**config.mk**
```make
export PLATFORM = sky130hd
export DESIGN_NAME = riscv_fd_frontend
export DESIGN_NICKNAME = d
export VERILOG_FILES = /design/src/logic/riscv_fd_pkg.sv /design/src/logic/riscv_fd_cexpand.sv /design/src/logic/riscv_fd_fetch.sv /design/src/logic/riscv_fd_frontend.sv /design/src/logic/riscv_fd_ppreg.sv
export SDC_FILE = /design/constraint.sdc
export NUM_CORES = 1
export LEC_CHECK = 0
export ABC_AREA = 1
export BUFFER_PORTS_ARGS = -buffer_cell sky130_fd_sc_hd__buf_2
export CORE_MARGIN = 3
export CORE_UTILIZATION = 50
export CTS_BUF_LIST = sky130_fd_sc_hd__clkbuf_16
export DETAILED_ROUTE_END_ITERATION = 10
export GPL_TIMING_DRIVEN = 0
export HOLD_SLACK_MARGIN = 0.1
export MAX_ROUTING_LAYER = met4
export PLACE_DENSITY_LB_ADDON = 0.05
export SLEW_MARGIN = 25
export SYNTH_ARGS = -nofsm -noshare
export SYNTH_HDL_FRONTEND = slang
export SYNTH_SLANG_ARGS = --single-unit
export TNS_END_PERCENT = 30
```
**constraint.sdc**
```tcl
create_clock -name i_riscv_fd_clk -period 9.4 [get_ports i_riscv_fd_clk]
set_clock_uncertainty 0.15 [all_clocks]
set_input_delay 1.41 -clock i_riscv_fd_clk [delete_from_list [all_inputs] [get_ports i_riscv_fd_clk]]
set_output_delay 1.41 -clock i_riscv_fd_clk [all_outputs]
set_load 0.005 [all_outputs]
```
**src/logic/riscv_fd_pkg.sv**
```systemverilog
package riscv_fd_pkg;

    localparam int XLEN = 64; // Program counter width.
    localparam int ILEN = 32; // Instruction width.

    // Two compressed halfwords sharing one memory word.
    typedef struct packed {
        logic [15:0] c_hi; // Upper halfword, at pc + 2.
        logic [15:0] c_lo; // Lower halfword, at the word address.
    } fetch_half_t;

    // One memory word, seen as a full instruction or as two compressed ones.
    typedef union packed {
        logic [ILEN-1:0] raw;
        fetch_half_t     half;
    } fetch_word_u;

    // Item handed from fetch to the expander and the pipeline register.
    typedef struct packed {
        logic            valid;
        logic            compressed;
        logic [XLEN-1:0] pc;
        logic [XLEN-1:0] pcnext;
        logic [ILEN-1:0] raw32;      // Full word, or the halfword zero-extended.
    } fetch_item_t;

    // Decode stage view of one instruction.
    typedef struct packed {
        logic            valid;
        logic [XLEN-1:0] pc;
        logic [ILEN-1:0] inst;       // Expanded 32-bit instruction.
        logic [XLEN-1:0] pcnext;
        logic [4:0]      rs1;
        logic [11:0]     imm12;
        logic [15:0]     cinst;      // Original halfword, zero for full instructions.
    } fd_dec_t;

    // APB read request, driven by the fetch unit.
    typedef struct packed {
        logic [31:0] paddr;
        logic        psel;
        logic        penable;
    } apb_req_t;

    // APB read response, driven by the instruction memory.
    typedef struct packed {
        logic [31:0] prdata;
        logic        pready;
    } apb_rsp_t;

    // Compressed selectors, {funct3, quadrant}.
    localparam logic [4:0] RVC_Q1_ADDI  = 5'b000_01; // C.ADDI and C.NOP.
    localparam logic [4:0] RVC_Q1_LI    = 5'b010_01;
    localparam logic [4:0] RVC_Q2_SLLI  = 5'b000_10;
    localparam logic [4:0] RVC_Q2_MVADD = 5'b100_10; // Bit 12 picks C.ADD over C.MV.

    // Base opcodes produced by the expander.
    localparam logic [6:0] OP_IMM = 7'b0010011;
    localparam logic [6:0] OP     = 7'b0110011;

endpackage

```
**src/logic/riscv_fd_cexpand.sv**
```systemverilog
`timescale 1ns/1ps

module riscv_fd_cexpand (
    input  riscv_fd_pkg::fetch_item_t i_riscv_fd_item,
    output logic [31:0]               o_riscv_fd_inst
);
    import riscv_fd_pkg::*;

    logic [15:0] c;
    logic [4:0]  sel;
    logic [4:0]  rd;
    logic [4:0]  rs2;
    logic [11:0] imm_sx;
    logic [5:0]  shamt;
    logic [31:0] expanded;

    // Fields shared by the supported CI and CR formats.
    always_comb
    begin
        c      = i_riscv_fd_item.raw32[15:0];
        sel    = {c[15:13], c[1:0]};
        rd     = c[11:7];
        rs2    = c[6:2];
        imm_sx = {{6{c[12]}}, c[12], c[6:2]}; // Sign bit is inst[12].
        shamt  = {c[12], c[6:2]};             // RV64 allows a six bit shift.
    end

    always_comb
    begin
        expanded = 32'b0; // Unsupported encodings expand to zero.
        case (sel)
            RVC_Q1_ADDI:
            begin
                // addi rd, rd, imm.
                expanded = {imm_sx, rd, 3'b000, rd, OP_IMM};
            end
            RVC_Q1_LI:
            begin
                // addi rd, x0, imm.
                expanded = {imm_sx, 5'b00000, 3'b000, rd, OP_IMM};
            end
            RVC_Q2_SLLI:
            begin
                expanded = {6'b000000, shamt, rd, 3'b001, rd, OP_IMM};
            end
            RVC_Q2_MVADD:
            begin
                // rs2 of zero selects the jump and ebreak forms, not handled here.
                if (rs2 != 5'b00000)
                begin
                    if (c[12])
                    begin
                        expanded = {7'b0000000, rs2, rd, 3'b000, rd, OP};       // C.ADD.
                    end
                    else
                    begin
                        expanded = {7'b0000000, rs2, 5'b00000, 3'b000, rd, OP}; // C.MV.
                    end
                end
            end
            default:
            begin
                expanded = 32'b0;
            end
        endcase
    end

    // Full instructions pass through untouched.
    assign o_riscv_fd_inst = i_riscv_fd_item.compressed ? expanded : i_riscv_fd_item.raw32;

endmodule

```
**src/logic/riscv_fd_fetch.sv**
```systemverilog
`timescale 1ns/1ps

module riscv_fd_fetch #(
    parameter logic [63:0] RESET_PC = 64'h0
) (
    input  logic                      i_riscv_fd_clk,
    input  logic                      i_riscv_fd_rst,
    input  logic                      i_riscv_fd_redirect,
    input  logic [63:0]               i_riscv_fd_target,
    input  logic                      i_riscv_fd_ready,
    output riscv_fd_pkg::apb_req_t    o_riscv_fd_apb_req,
    input  riscv_fd_pkg::apb_rsp_t    i_riscv_fd_apb_rsp,
    output riscv_fd_pkg::fetch_item_t o_riscv_fd_item
);
    import riscv_fd_pkg::*;

    localparam logic [1:0] ST_IDLE   = 2'd0;
    localparam logic [1:0] ST_SETUP  = 2'd1;
    localparam logic [1:0] ST_ACCESS = 2'd2;
    localparam logic [1:0] ST_VALID  = 2'd3; // Item waits for the pipeline register.

    logic [1:0]      state_q;
    logic [1:0]      state_d;
    logic [XLEN-1:0] pc_q;
    logic [XLEN-1:0] pc_d;
    logic            discard_q;              // Transfer in flight belongs to an old path.
    logic            discard_d;
    logic [31:0]     paddr_q;
    fetch_word_u     word_q;                 // Last fetched word, also serves the upper half.
    logic [15:0]     half;
    logic            item_c;
    logic            xfer_done;
    logic            fire;

    assign xfer_done = (state_q == ST_ACCESS) && i_riscv_fd_apb_rsp.pready;
    assign fire      = o_riscv_fd_item.valid && i_riscv_fd_ready;

    // Present the halfword or word that pc points at.
    always_comb
    begin
        half   = pc_q[1] ? word_q.half.c_hi : word_q.half.c_lo;
        item_c = pc_q[1] || (word_q.half.c_lo[1:0] != 2'b11);
        o_riscv_fd_item.valid      = (state_q == ST_VALID);
        o_riscv_fd_item.compressed = item_c;
        o_riscv_fd_item.pc         = pc_q;
        o_riscv_fd_item.pcnext     = pc_q + (item_c ? XLEN'(2) : XLEN'(4));
        o_riscv_fd_item.raw32      = item_c ? {16'b0, half} : word_q.raw;
    end

    always_comb
    begin
        o_riscv_fd_apb_req.paddr   = paddr_q;
        o_riscv_fd_apb_req.psel    = (state_q == ST_SETUP) || (state_q == ST_ACCESS);
        o_riscv_fd_apb_req.penable = (state_q == ST_ACCESS);
    end

    always_comb
    begin
        state_d   = state_q;
        pc_d      = pc_q;
        discard_d = discard_q;
        case (state_q)
            ST_IDLE:
            begin
                state_d = ST_SETUP;
            end
            ST_SETUP:
            begin
                state_d = ST_ACCESS; // Setup lasts exactly one cycle.
            end
            ST_ACCESS:
            begin
                if (i_riscv_fd_apb_rsp.pready)
                begin
                    // Stale data is dropped and the new pc is fetched.
                    state_d   = (discard_q || i_riscv_fd_redirect) ? ST_SETUP : ST_VALID;
                    discard_d = 1'b0;
                end
            end
            default:
            begin
                if (fire)
                begin
                    pc_d = o_riscv_fd_item.pcnext;
                    // A lower compressed half leaves the upper half in the buffer.
                    if (pc_q[1] || !item_c)
                    begin
                        state_d = ST_SETUP;
                    end
                end
            end
        endcase

        if (i_riscv_fd_redirect)
        begin
            pc_d = i_riscv_fd_target;
            if ((state_q == ST_SETUP) || ((state_q == ST_ACCESS) && !xfer_done))
            begin
                discard_d = 1'b1; // The transfer still runs to completion.
            end
            if ((state_q == ST_VALID) || (state_q == ST_IDLE))
            begin
                state_d = ST_SETUP; // Buffered word is no longer on the path.
            end
        end
    end

    always_ff @(posedge i_riscv_fd_clk or posedge i_riscv_fd_rst)
    begin
        if (i_riscv_fd_rst)
        begin
            state_q   <= ST_IDLE;
            pc_q      <= RESET_PC;
            discard_q <= 1'b0;
        end
        else
        begin
            state_q   <= state_d;
            pc_q      <= pc_d;
            discard_q <= discard_d;
        end
    end

    // Address is captured once per transfer and held until pready.
    always_ff @(posedge i_riscv_fd_clk)
    begin
        if (state_d == ST_SETUP)
        begin
            paddr_q <= {pc_d[31:2], 2'b00};
        end
        if (xfer_done && !discard_q && !i_riscv_fd_redirect)
        begin
            word_q.raw <= i_riscv_fd_apb_rsp.prdata;
        end
    end

endmodule

```
**src/logic/riscv_fd_frontend.sv**
```systemverilog
`timescale 1ns/1ps

module riscv_fd_frontend #(
    parameter logic [63:0] RESET_PC = 64'h0 // Must be word aligned.
) (
    input  logic                   i_riscv_fd_clk,
    input  logic                   i_riscv_fd_rst,
    input  logic                   i_riscv_fd_stall,
    input  logic                   i_riscv_fd_redirect,
    input  logic [63:0]            i_riscv_fd_target,
    output riscv_fd_pkg::apb_req_t o_riscv_fd_apb_req,
    input  riscv_fd_pkg::apb_rsp_t i_riscv_fd_apb_rsp,
    output riscv_fd_pkg::fd_dec_t  o_riscv_fd_dec
);
    import riscv_fd_pkg::*;

    fetch_item_t     fetch_item;
    logic [ILEN-1:0] exp_inst;   // Expanded instruction for the current item.
    logic            pp_ready;

    riscv_fd_fetch #(
        .RESET_PC (RESET_PC)
    ) u_fetch (
        .i_riscv_fd_clk      (i_riscv_fd_clk),
        .i_riscv_fd_rst      (i_riscv_fd_rst),
        .i_riscv_fd_redirect (i_riscv_fd_redirect),
        .i_riscv_fd_target   (i_riscv_fd_target),
        .i_riscv_fd_ready    (pp_ready),
        .o_riscv_fd_apb_req  (o_riscv_fd_apb_req),
        .i_riscv_fd_apb_rsp  (i_riscv_fd_apb_rsp),
        .o_riscv_fd_item     (fetch_item)
    );

    riscv_fd_cexpand u_cexpand (
        .i_riscv_fd_item (fetch_item),
        .o_riscv_fd_inst (exp_inst)
    );

    // A redirect flushes decode in the same cycle that fetch turns around.
    riscv_fd_ppreg u_ppreg (
        .i_riscv_fd_clk   (i_riscv_fd_clk),
        .i_riscv_fd_rst   (i_riscv_fd_rst),
        .i_riscv_fd_flush (i_riscv_fd_redirect),
        .i_riscv_fd_stall (i_riscv_fd_stall),
        .i_riscv_fd_item  (fetch_item),
        .i_riscv_fd_inst  (exp_inst),
        .o_riscv_fd_ready (pp_ready),
        .o_riscv_fd_dec   (o_riscv_fd_dec)
    );

endmodule

```
**src/logic/riscv_fd_ppreg.sv**
```systemverilog
`timescale 1ns/1ps

module riscv_fd_ppreg (
    input  logic                      i_riscv_fd_clk,
    input  logic                      i_riscv_fd_rst,
    input  logic                      i_riscv_fd_flush,
    input  logic                      i_riscv_fd_stall,
    input  riscv_fd_pkg::fetch_item_t i_riscv_fd_item,
    input  logic [31:0]               i_riscv_fd_inst,
    output logic                      o_riscv_fd_ready,
    output riscv_fd_pkg::fd_dec_t     o_riscv_fd_dec
);
    import riscv_fd_pkg::*;

    fd_dec_t dec_load;

    // Next decode entry, a bubble when fetch has nothing.
    always_comb
    begin
        dec_load = '0;
        if (i_riscv_fd_item.valid)
        begin
            dec_load.valid  = 1'b1;
            dec_load.pc     = i_riscv_fd_item.pc;
            dec_load.inst   = i_riscv_fd_inst;
            dec_load.pcnext = i_riscv_fd_item.pcnext;
            dec_load.rs1    = i_riscv_fd_inst[19:15];
            dec_load.imm12  = i_riscv_fd_inst[31:20];
            if (i_riscv_fd_item.compressed)
            begin
                dec_load.cinst = i_riscv_fd_item.raw32[15:0]; // Trace of the original halfword.
            end
        end
    end

    always_ff @(posedge i_riscv_fd_clk or posedge i_riscv_fd_rst)
    begin
        if (i_riscv_fd_rst)
        begin
            o_riscv_fd_dec <= '0;
        end
        else if (i_riscv_fd_flush)
        begin
            o_riscv_fd_dec <= '0; // Flush wins over stall.
        end
        else if (!i_riscv_fd_stall)
        begin
            o_riscv_fd_dec <= dec_load;
        end
    end

    // Fetch may hand over its item only when this register will take it.
    assign o_riscv_fd_ready = ~(i_riscv_fd_stall | i_riscv_fd_flush);

endmodule

```
==> results.md <==
* Number of global-route vias before repair at 13100
* Initial antenna violation count at 1
* Seq/Total Area, Yosys at 0.560
* FMAX at 306 MHz
* H-tree depth at 2
* Arr. time, crit path at 3.52 ns
* Most common cell after layout, fill and taps aside: nand2_1
* Vias at 13300
* Setup bufs post-CTS at 0
* Total global routing overflow at 0
* Layout cells sized above 1 at 0.228
* Pleak at 9.07 nW
* Worst setup SP type: primary input
* Synthesis Warnings at 0
* Ys async rst share at 0.797
* Run status: finished clean
* Number of synthesized flops with an enable pin at 62
* Dominant synthesized flop cell: dfrtp_1
* Area share of the largest cell type after synthesis at 0.428
* Die area at 30400 um^2
* Cell area after synthesis at 14200 um^2
* Clock root cell: clkbuf_16
* Critical Path Sink Type: register
* DRC viols at 0
* Hold_ws at 0.321 ns
* Post-CTS Resized at 0
* Via/cell ratio at 5.51
* Seq cells post-synth at 305
* Final nets at 2116
* Slowest Stage Delay on Critical Path at 0.82 ns
* Period utilisation layout at 0.347
* FF+latch area at 7940 um^2
* Gr usage total at 0.342
* Final Max Slew Viols at 0
* Critical setup path kind: primary input to register
* Mean Syn Cell Area at 8.64 um^2
* PwrDens at 213 nW/um^2
* Largest net degree at the start of global routing at 87
* Clk sinks at 305
* Detailed Routing Iterations Pass 1 at 5
* Power, Total at 3.70 mW
* CTS tree: yes
* Number of buffers created by CTS at 34
* Tmin final at 3.26 ns
* HPWL Detailed at 38.9 mm
* Most frequent CP cell: buf_2
* Post-layout util at 0.624
* First-pass GRT wire length at 77.3 mm
* Placed Cells at 2351
* Place WS at 5.59 ns
* CTS clk-pin slew, worst paths at 0.06 ns
* Hold crit path type: register to register
* Skew-Pair Late Insertion Delay at 0.52 ns
* CTS Buffer Depth at 3
* Post-Synthesis Cells at 1643
* Max IR drop VDD at 168 uV
* Drt wl/cell at 20.9 um
* DR iter-0 viols at 1261
* Synth area leader: dfrtp_1
* Max-cap violations at 0
* Final Hold Vio Count at 0
* Die W at 174 um
* Final ANT Viol Nets at 0
* Num rows at 61
* Multi-input gate area at 5300 um^2
* Initial core utilization at 0.509
* Unique masters post-synth at 42
* Crit path max-delay cell type: clkbuf_1
* Worst path cell trace: buf_2 > inv_2 > nand2_2 > inv_1 > clkbuf_1 > buf_2 > nand2_1 > o21ai_0
* Post-Layout Cell Count at 2412
* DIE HEIGHT at 174 um
* CP top delay family: buffers and inverters
* Fill cells at 2444
* Final wirelength at 50.5 mm
* Final setup fails at 0
* RSZ-0062 raised after global routing: no
* Worst slew margin at 0.275
* WP buf/inv at 5
* Core Region at 27900 um^2
* Setup WS post-layout at 6.14 ns
* Worst-Margin Slew at 1.09 ns
* I/O Pins at 329
* Placer Congestion at 0.947
* CP Data Required Time at 9.66 ns
* Hold Buf Count CTS at 0
* Worst-path fanout max at 10
* Most frequent cells in the layout: 513 x nand2_1, 346 x buf_2, 243 x dfrtp_1
* Syn-to-layout area delta at 22.5%
* Synth area leaders: dfrtp_1 43%, nand2_1 14%, edfxtp_1 13%
* IO buf count at 326
-- where the power goes --
group	internal, mW	switching, mW
sequential	1.58	0.129
clock	0.660	0.538
combinational	0.279	0.514
-- Yosys cell counts, types with 24 or more instances --
cell type / number
xor2_1: 26
nand4_1: 31
a22oi_1: 31
nand3_1: 88
buf_4: 24
a22o_1: 28
inv_1: 133
a21oi_1: 33
o21ai_0: 141
edfxtp_1: 62
nand2_1: 513
clkbuf_1: 31
nor2_1: 142
dfrtp_1: 243
-- cell type report --
class | instances | share of cell area
clock buffers | 34 | 0.0489
well taps | 378 | 0.0272
multi-input cells | 1116 | 0.305
flip-flops and latches | 305 | 0.457
repair buffers | 329 | 0.0986
inverters | 141 | 0.0310
clock inverters | 26 | 0.00756
plain buffers | 82 | 0.0252
diodes | 1 | 0.000144
-- through the flow --
step / instance area [um^2] / setup TNS (ns)
floorplan: 14200 / 0
global placement: 16300 / -393.60
detailed placement: 16400 / 0
CTS: 17400 / 0
global route: 17400 / 0
finish: 17400 / 0
-- path summary, 6_finish.rpt --
check                                                 from                          end  slack, ns  cells past startpoint
min in group asynchronous                   i_riscv_fd_rst             u_fetch.pc_q[12]       0.84                      2
worst max register to register           u_fetch.word_q[0]             u_fetch.pc_q[60]       6.32                     10
worst min-delay path            u_ppreg.o_riscv_fd_dec[60]   u_ppreg.o_riscv_fd_dec[60]       0.32                      2
max in group asynchronous                   i_riscv_fd_rst   u_ppreg.o_riscv_fd_dec[83]       7.39                      3
worst max-delay path                   i_riscv_fd_redirect  u_ppreg.o_riscv_fd_dec[178]       6.14                      8
worst min register to register  u_ppreg.o_riscv_fd_dec[60]   u_ppreg.o_riscv_fd_dec[60]       0.32                      2
-- sequential cells by signal, indices dropped and copies added, names as in the netlist --
signal and cells:
u_fetch.state_q 2, u_fetch.paddr_q 30, u_fetch.pc_q 64, u_ppreg.o_riscv_fd_dec 176, u_fetch.discard_q 1, u_fetch.word_q 32
-- metal layers --
| layer | GRT usage | wire length (um) |
|---|---|---|
| met1 | 0.461 | 21300 |
| met2 | 0.522 | 22900 |
| met3 | 0.0647 | 4300 |
| met4 | 0.124 | 1970 |
| met5 | - | 0 |
-- kinds of logic (layout without fill, tap and decap cells) --
logic type | after synthesis | in the layout | synth area share
AO/OA/AOI/OAI | 272 | 272 | 0.112
adder cells (fa/ha/maj) | 6 | 6 | 0.00529
other | 1 | 3 | 0.000264
flip-flops | 305 | 305 | 0.560
AND/OR/NAND/NOR | 810 | 810 | 0.238
buffers and inverters | 223 | 612 | 0.0683
XOR/XNOR | 26 | 26 | 0.0160
-- worst min-delay path, cell delays in order, from the launching register on --
cell	delay (ns)
dfrtp_1	0.34
nand2_1	0.05
nand2_1	0.05
Note: power is estimated with default switching activity, not from simulation.
